File: config.mk
export PLATFORM = sky130hd
export DESIGN_NAME = pmu_top
export DESIGN_NICKNAME = d
export VERILOG_FILES = /design/src/hw/pmu_pkg.sv /design/src/hw/pmu_event_select.sv /design/src/hw/pmu_counters.sv /design/src/hw/pmu_irq.sv /design/src/hw/pmu_top.sv
export VERILOG_INCLUDE_DIRS = /design/src /design/src/hw
export SDC_FILE = /design/constraint.sdc
export NUM_CORES = 2
export LEC_CHECK = 0
export BUFFER_PORTS_ARGS = -buffer_cell sky130_fd_sc_hd__buf_2
export CAP_MARGIN = 5
export CELL_PAD_IN_SITES_DETAIL_PLACEMENT = 0
export CELL_PAD_IN_SITES_GLOBAL_PLACEMENT = 1
export CORE_ASPECT_RATIO = 1.75
export CORE_UTILIZATION = 38
export CTS_CLUSTER_SIZE = 28
export DETAILED_ROUTE_END_ITERATION = 8
export GPL_ROUTABILITY_DRIVEN = 0
export HOLD_SLACK_MARGIN = 0.03
export PLACE_DENSITY_LB_ADDON = 0.25
export SLEW_MARGIN = 20
export SYNTH_ARGS = -nofsm -noshare
export SYNTH_HDL_FRONTEND = slang
export SYNTH_SLANG_ARGS = --single-unit
File: constraint.sdc
create_clock -name clk_i -period 15.25 [get_ports clk_i]
set_clock_uncertainty 0.15 [all_clocks]
set_input_delay 0.7625 -clock clk_i [delete_from_list [all_inputs] [get_ports clk_i]]
set_output_delay 0.7625 -clock clk_i [all_outputs]
set_load 0.1 [all_outputs]
File: src/hw/pmu_settings.svh
// PMU sizing macros for counter width, counter count and crossbar geometry
`ifndef PMU_SETTINGS_SVH
`define PMU_SETTINGS_SVH

// ------------------------------
// Counter bank sizes
// ------------------------------

// Width of one counter and of the quota limit
`define PMU_REG_WIDTH 32

// Number of event counters in the bank
`define PMU_N_COUNTERS 9

// ------------------------------
// Crossbar sizes
// ------------------------------

// SoC event lines entering the crossbar
`define PMU_N_SOC_EV 32

// Bits in one select field
// log2 of the SoC event line count
`define PMU_SEL_BITS 5

`endif

File: src/hw/pmu_pkg.sv
// PMU shared types for self-test modes, configuration structs and counter vectors
`default_nettype none

`include "pmu_settings.svh"

package pmu_pkg;

    // ------------------------------
    // Self-test override modes
    // ------------------------------

    // Mode applied after the crossbar register
    typedef enum logic [1:0] {
        // Crossbar output passes unchanged
        SELFTEST_OFF     = 2'b00,
        // Every counter event forced high
        SELFTEST_ALL_ON  = 2'b01,
        // Every counter event forced low
        SELFTEST_ALL_OFF = 2'b10,
        // Counter 0 high, the rest low
        SELFTEST_ONE_ON  = 2'b11
    } selftest_e;

    // ------------------------------
    // Data types
    // ------------------------------

    // One counter value
    typedef logic [`PMU_REG_WIDTH-1:0] counter_t;

    // Whole counter bank, counter k in slice k
    typedef logic [`PMU_N_COUNTERS-1:0][`PMU_REG_WIDTH-1:0] counter_vec_t;

    // One bit per counter
    typedef logic [`PMU_N_COUNTERS-1:0] event_vec_t;

    // Raw SoC event lines
    typedef logic [`PMU_N_SOC_EV-1:0] soc_event_t;

    // ------------------------------
    // Configuration types
    // ------------------------------

    // Field k names the SoC line feeding counter k
    typedef logic [`PMU_N_COUNTERS-1:0][`PMU_SEL_BITS-1:0] crossbar_cfg_t;

    // Count stage controls
    typedef struct packed {
        // Counting enable
        logic en;
        // Clears the whole bank
        logic softrst;
    } count_cfg_t;

    // Interrupt stage controls and parameters
    typedef struct packed {
        logic       overflow_en;
        logic       overflow_softrst;
        logic       quota_softrst;
        // Vector bits allowed to raise the overflow interrupt
        event_vec_t overflow_mask;
        // Counters taking part in the quota sum
        event_vec_t quota_mask;
        counter_t   quota_limit;
    } irq_cfg_t;

endpackage

`default_nettype wire

File: src/hw/pmu_event_select.sv
// PMU event select stage, registered SoC event crossbar with self-test override
`default_nettype none

`include "pmu_settings.svh"

module pmu_event_select (
    input  wire                     clk_i,
    input  wire                     rstn_i,
    // Raw SoC event lines
    input  wire pmu_pkg::soc_event_t    events_i,
    // Per-counter select fields
    input  wire pmu_pkg::crossbar_cfg_t xbar_cfg_i,
    // Override mode, applied after the register
    input  wire pmu_pkg::selftest_e     selftest_i,
    // One event bit per counter
    output pmu_pkg::event_vec_t         cnt_events_o
);

    import pmu_pkg::*;

    // ------------------------------
    // Crossbar
    // ------------------------------

    // Picked SoC line per counter, before the register
    event_vec_t xbar_d;
    // Crossbar register
    event_vec_t xbar_q;

    // One 32-to-1 mux per counter
    always_comb begin
        for (int k = 0; k < `PMU_N_COUNTERS; k++) begin
            xbar_d[k] = events_i[xbar_cfg_i[k]];
        end
    end

    // Single register stage
    // Event in the cycle before edge N shows after edge N
    always_ff @(posedge clk_i) begin
        if (!rstn_i) begin
            xbar_q <= '0;
        end else begin
            xbar_q <= xbar_d;
        end
    end

    // ------------------------------
    // Self-test override
    // ------------------------------

    // Combinational, so a mode change is seen at once by the counters
    always_comb begin
        case (selftest_i)
            SELFTEST_OFF: begin
                cnt_events_o = xbar_q;
            end
            SELFTEST_ALL_ON: begin
                cnt_events_o = '1;
            end
            SELFTEST_ALL_OFF: begin
                cnt_events_o = '0;
            end
            SELFTEST_ONE_ON: begin
                // Counter 0 only
                cnt_events_o    = '0;
                cnt_events_o[0] = 1'b1;
            end
            default: begin
                cnt_events_o = xbar_q;
            end
        endcase
    end

endmodule

`default_nettype wire

File: src/hw/pmu_counters.sv
// PMU count stage, bank of event counters with enable, soft clear and external load
`default_nettype none

`include "pmu_settings.svh"

module pmu_counters (
    input  wire                      clk_i,
    input  wire                      rstn_i,
    // One increment request per counter
    input  wire pmu_pkg::event_vec_t     cnt_events_i,
    // Enable and soft reset levels
    input  wire pmu_pkg::count_cfg_t     count_cfg_i,
    // Load strobe, one cycle
    input  wire                      we_i,
    // Values taken on a load
    input  wire pmu_pkg::counter_vec_t   counters_i,
    // Current counter values
    output pmu_pkg::counter_vec_t        counters_o
);

    import pmu_pkg::*;

    // ------------------------------
    // Counter bank
    // ------------------------------

    // Counter registers
    counter_vec_t cnt_q;
    // Next value of every counter
    counter_vec_t cnt_d;

    // Priority is load, then soft clear, then count
    always_comb begin
        cnt_d = cnt_q;
        if (we_i) begin
            cnt_d = counters_i;
        end else if (count_cfg_i.softrst) begin
            cnt_d = '0;
        end else if (count_cfg_i.en) begin
            for (int k = 0; k < `PMU_N_COUNTERS; k++) begin
                // Wraps from all ones back to zero
                if (cnt_events_i[k]) begin
                    cnt_d[k] = cnt_q[k] + counter_t'(1);
                end
            end
        end
    end

    // Bank update
    always_ff @(posedge clk_i) begin
        if (!rstn_i) begin
            cnt_q <= '0;
        end else begin
            cnt_q <= cnt_d;
        end
    end

    // Read-back and feed to the interrupt stage
    assign counters_o = cnt_q;

endmodule

`default_nettype wire

File: src/hw/pmu_irq.sv
// PMU interrupt stage, sticky overflow vector with masked interrupt and quota check
`default_nettype none

`include "pmu_settings.svh"

module pmu_irq (
    input  wire                     clk_i,
    input  wire                     rstn_i,
    // Counter values from the count stage
    input  wire pmu_pkg::counter_vec_t  counters_i,
    // Enables, soft resets, masks and quota limit
    input  wire pmu_pkg::irq_cfg_t      irq_cfg_i,
    // Sticky per-counter overflow flags
    output pmu_pkg::event_vec_t         overflow_vect_o,
    output logic                    intr_overflow_o,
    output logic                    intr_quota_o
);

    import pmu_pkg::*;

    // Sum width, enough for every counter at all ones
    localparam int SUM_W = `PMU_REG_WIDTH + $clog2(`PMU_N_COUNTERS);

    // ------------------------------
    // Overflow
    // ------------------------------

    // Counters sitting at all ones this cycle
    event_vec_t counter_full;
    // Sticky overflow flags
    event_vec_t overflow_vect_q;
    // Overflow interrupt register
    logic       intr_overflow_q;

    always_comb begin
        for (int k = 0; k < `PMU_N_COUNTERS; k++) begin
            counter_full[k] = &counters_i[k];
        end
    end

    // Bit k set the edge after counter k reaches all ones
    // Held until software clears it
    always_ff @(posedge clk_i) begin
        if (!rstn_i) begin
            overflow_vect_q <= '0;
        end else if (irq_cfg_i.overflow_softrst) begin
            overflow_vect_q <= '0;
        end else if (irq_cfg_i.overflow_en) begin
            overflow_vect_q <= overflow_vect_q | counter_full;
        end
    end

    // One edge behind the vector, masked
    always_ff @(posedge clk_i) begin
        if (!rstn_i) begin
            intr_overflow_q <= 1'b0;
        end else if (irq_cfg_i.overflow_softrst) begin
            intr_overflow_q <= 1'b0;
        end else begin
            intr_overflow_q <= |(overflow_vect_q & irq_cfg_i.overflow_mask);
        end
    end

    // ------------------------------
    // Quota
    // ------------------------------

    // Sum of the counters under the quota mask
    logic [SUM_W-1:0] quota_sum;
    // Quota interrupt register
    logic             intr_quota_q;

    // Widened adds, no wrap on the 32-bit counters
    always_comb begin
        quota_sum = '0;
        for (int k = 0; k < `PMU_N_COUNTERS; k++) begin
            if (irq_cfg_i.quota_mask[k]) begin
                quota_sum = quota_sum + SUM_W'(counters_i[k]);
            end
        end
    end

    // Latched once the limit is passed
    // Cleared only by the quota soft reset
    always_ff @(posedge clk_i) begin
        if (!rstn_i) begin
            intr_quota_q <= 1'b0;
        end else if (irq_cfg_i.quota_softrst) begin
            intr_quota_q <= 1'b0;
        end else if (quota_sum > SUM_W'(irq_cfg_i.quota_limit)) begin
            intr_quota_q <= 1'b1;
        end
    end

    // ------------------------------
    // Outputs
    // ------------------------------

    assign overflow_vect_o = overflow_vect_q;
    assign intr_overflow_o = intr_overflow_q;
    assign intr_quota_o    = intr_quota_q;

endmodule

`default_nettype wire

File: src/hw/pmu_top.sv
// PMU top level, chains event select, counter bank and interrupt stages
`default_nettype none

module pmu_top (
    input  wire                     clk_i,
    input  wire                     rstn_i,
    // SoC event lines
    input  wire pmu_pkg::soc_event_t    events_i,
    // Crossbar select fields
    input  wire pmu_pkg::crossbar_cfg_t xbar_cfg_i,
    // Self-test override mode
    input  wire pmu_pkg::selftest_e     selftest_i,
    // Counter enable and soft reset
    input  wire pmu_pkg::count_cfg_t    count_cfg_i,
    // Interrupt controls, masks and limit
    input  wire pmu_pkg::irq_cfg_t      irq_cfg_i,
    // Counter load strobe and data
    input  wire                     we_i,
    input  wire pmu_pkg::counter_vec_t  counters_i,
    // Counter read-back
    output wire pmu_pkg::counter_vec_t  counters_o,
    // Sticky overflow flags
    output wire pmu_pkg::event_vec_t    overflow_vect_o,
    output wire                     intr_overflow_o,
    output wire                     intr_quota_o
);

    import pmu_pkg::*;

    // Selected and overridden events into the counters
    event_vec_t cnt_events;

    // ------------------------------
    // Stage 1, event select
    // ------------------------------
    pmu_event_select u_event_select (
        .clk_i        (clk_i),
        .rstn_i       (rstn_i),
        .events_i     (events_i),
        .xbar_cfg_i   (xbar_cfg_i),
        .selftest_i   (selftest_i),
        .cnt_events_o (cnt_events)
    );

    // ------------------------------
    // Stage 2, counter bank
    // ------------------------------
    pmu_counters u_counters (
        .clk_i        (clk_i),
        .rstn_i       (rstn_i),
        .cnt_events_i (cnt_events),
        .count_cfg_i  (count_cfg_i),
        .we_i         (we_i),
        .counters_i   (counters_i),
        .counters_o   (counters_o)
    );

    // ------------------------------
    // Stage 3, interrupts
    // ------------------------------
    // Reads the same counter values that software sees
    pmu_irq u_irq (
        .clk_i           (clk_i),
        .rstn_i          (rstn_i),
        .counters_i      (counters_o),
        .irq_cfg_i       (irq_cfg_i),
        .overflow_vect_o (overflow_vect_o),
        .intr_overflow_o (intr_overflow_o),
        .intr_quota_o    (intr_quota_o)
    );

endmodule

`default_nettype wire

==> results by group <==
STA
  – Setup violators final: 0
  – Min Clock Period, post-route: 14.89 ns
  – Pins over their slew limit: 0
  – Hold Fails Final Rpt: 0
  – Final period utilization: 97.64%
  – RSZ-0062 raised after global routing: yes
  – Worst slew margin: 19.48%
  – Worst slew pin tran: 1.193 ns
  – Fmax: 67.16 MHz

Flow run
  – Max cap viols: 0

Layout
  – Fraction of layout cells with a size suffix above 1: 33.35%
  – Area Growth Syn to Fin: 37.44%
  – # nets final: 7172
  – Post-route cell area: 0.05168 sq mm
  – Layout Cells excl Fill: 7776

Clock tree
  – H-tree levels: 2
  – Clock sink count: 308
  – Max clock buf depth: 3
  – CTS buffer count: 37
  – Reg clk slew, reported paths: 0.06 ns
  – Root Driver: clkbuf_16
  – CTS tree: built
  – Worst skew pair latency: 0.62 ns

Pwr
  – Static Leak: 24.08 nW
  – Power Density: 95.95 mW/mm^2
  – Peak supply drop: 0.1091 mV

GRT
  – First-pass GRT wire length: 276100 um
  – Vias in the first global route: 44980
  – Largest net degree at the start of global routing: 167
  – Total gr overflow: 0
  – Antenna violations before repair: 28
  – Total track usage: 36.66%

Routing
  – DRC violations left: 0
  – Via count: 46640
  – Initial DRC count: 3466
  – DRT Wirelength: 191900 um
  – Number of routed nets with antenna violations: 0
  – Vias per inst: 5.998
  – Routed WL per cell: 24.68 um
  – Router iterations before antenna repair: 6

Die
  – Die H: 418.1 um
  – Num ports: 724
  – DIE AREA: 0.1003 sq mm
  – Starting Density: 38.32%
  – Core area: 0.09813 sq mm
  – # rows: 152
  – Die W: 239.8 um

Placed design
  – DP Cell Count: 7614
  – DP Area: 0.04794 sq mm
  – Port Buffer Count: 723
  – Post-DP HPWL: 151600 um

Setup path
  – Arrival time at the worst endpoint: 15.23 ns
  – Worst Path Max Fanout: 5
  – Worst path max stage delay: 0.38 ns
  – Worst setup EP type: register
  – Reg2reg start: u_counters.counters_o[0]
  – Worst EP required: 15.60 ns
  – CP delay by family, top: compound AO/OA/AOI/OAI gates
  – Buf/Inv on CP: 11
  – Worst Setup SP: u_counters.counters_o[0]
  – CP dominant cell by count: buf_4
  – Critical Path Sink: u_irq.intr_quota_o
  – R2r setup slk: 0.36 ns
  – Worst path slowest cell: or3_4
  – Reg2Reg Depth: 79
  – CP Depth: 79
  – Startpoint types: register
  – R2R Path End: u_irq.intr_quota_o
  – WS Path Type: reg -> reg

Synth
  – Syn_nets: 5795
  – Post-synth top flop: dfxtp_1
  – Top-count cell post-synth: nor2_1
  – Ys async rst share: 0%
  – Yosys Warn Count: 0
  – Top cell type's share of synthesized area: 16.40%
  – Post-synth EDFFs: 0
  – Post-synthesis sequential area ratio: 16.40%
  – Synth area leader: dfxtp_1
  – Syn_area_per_cell: 7.456 sq um
  – Synth Cell Area: 0.03760 sq mm
  – FF+latch count, synth: 308
  – Synth cell count leaders: nor2_1, a21oi_1, nand2_1
  – Yosys cell types: 95
  – Synth top area cells: dfxtp_1, ha_1, a21oi_1
  – Post-Synthesis Cells: 5043

Worst hold path
  – Worst hold path type: in -> reg

Outcome
  – Outcome: finished clean
-- worst min path at each step --
stage	cells after the start	end	slack, ns	from
floorplan	3	u_counters.counters_o[35]	0.56	u_event_select.xbar_q[1]
global placement	2	u_irq.overflow_vect_o[1]	0.36	u_irq.overflow_vect_o[1]
detailed placement	2	u_irq.overflow_vect_o[1]	0.36	u_irq.overflow_vect_o[1]
CTS	2	u_irq.intr_quota_o	0.14	irq_cfg_i[50]
global route	2	u_irq.intr_quota_o	0.17	irq_cfg_i[50]
finish	2	u_irq.intr_quota_o	0.18	irq_cfg_i[50]
-- routing by layer --
metal	up-vias	wire length (um)	GRT usage [%]
met4	8	19100	31.87
li1	21590	-	-
met1	22330	67470	38.47
met2	2100	91670	62.77
met5	-	55	0
met3	615	13620	6.492
-- flip-flops by register name, indices dropped and copies added, names as in the netlist --
signal / cells
u_counters.counters_o: 288
u_irq.overflow_vect_o: 9
u_event_select.xbar_q: 9
u_irq.intr_quota_o: 1
u_irq.intr_overflow_o: 1
-- per-stage QoR --
| stage | worst slack, ns | power [mW] | util (%) | TNS [ns] | hold slack, ns |
|---|---|---|---|---|---|
| after floorplan | 0.003887 | 2.552 | - | 0 | 0.5581 |
| after global placement | -0.9844 | 3.613 | 48.84 | -0.9844 | 0.3647 |
| after detailed placement | -1.056 | 3.643 | 48.85 | -1.056 | 0.3632 |
| after CTS | 0.01357 | 4.692 | 50.58 | 0 | 0.1425 |
| after global routing | -0.3317 | 5.203 | 52.66 | -0.3317 | 0.1651 |
| final | 0.3605 | 4.959 | 52.66 | 0 | 0.1759 |
-- area by class of cell --
type	count	area (sq um)
Timing Repair Buffer	1592	10200
Clock buffer	41	950.9
Fill cell	9800	46450
Multi-Input combinational cell	4322	31740
Antenna cell	20	50.05
Inverter	159	601.8
Sequential cell	308	6171
Tap cell	1309	1638
Clock inverter	25	324.1
-- cells by family (layout without fill, tap and decap cells) --
family | Yosys count | after routing | synth area share (%)
simple gates | 1804 | 1804 | 22.88
compound gates | 1614 | 1614 | 27.90
buf+inv | 413 | 1817 | 4.206
xor+xnor | 367 | 367 | 8.701
fa+ha+maj | 332 | 332 | 11.18
flops | 308 | 308 | 16.40
mux | 205 | 205 | 8.728
other cells | 0 | 20 | 0
-- what timing repair did --
action,in CTS,in global routing
hold buffers,0,0
pin swaps,23,186
setup endpoints to repair,1,1
buffers inserted,19,57
resized for setup,59,325
-- layout by cell type (no fill, tap or decap), types with 23 or more instances in the layout --
cell	netlist	routed
mux2_2	82	73
xor2_1	110	103
nor2_1	554	538
ha_1	319	269
and3_1	82	80
o21ai_0	317	261
a221oi_1	104	100
inv_1	156	152
o21ai_1	16	47
nor3_1	152	146
nand2b_1	47	46
xnor2_1	251	244
o211ai_1	43	43
nand2_1	447	435
a21o_1	131	131
and2_1	53	52
nand4_1	88	88
o31ai_1	40	28
clkbuf_16	0	37
nor2b_1	52	50
o21bai_1	30	29
mux2i_1	32	32
a211oi_1	60	51
a22oi_1	73	73
or3_1	29	23
mux4_2	90	90
ha_4	0	44
dfxtp_1	308	306
nand3_1	153	146
o21a_1	68	64
nor3b_1	55	55
a21oi_2	0	54
buf_4	1	862
buf_2	16	721
and4_1	31	31
a31oi_1	60	52
a21oi_1	474	417
-- report_power, final --
group	switching [mW]	total (mW)	internal [mW]
sequential	0.109	0.959	0.850
combinational	1.68	3.00	1.32
clock	0.442	1.00	0.558
total	2.24	4.96	2.72
Power figures use the tool's default switching activity.
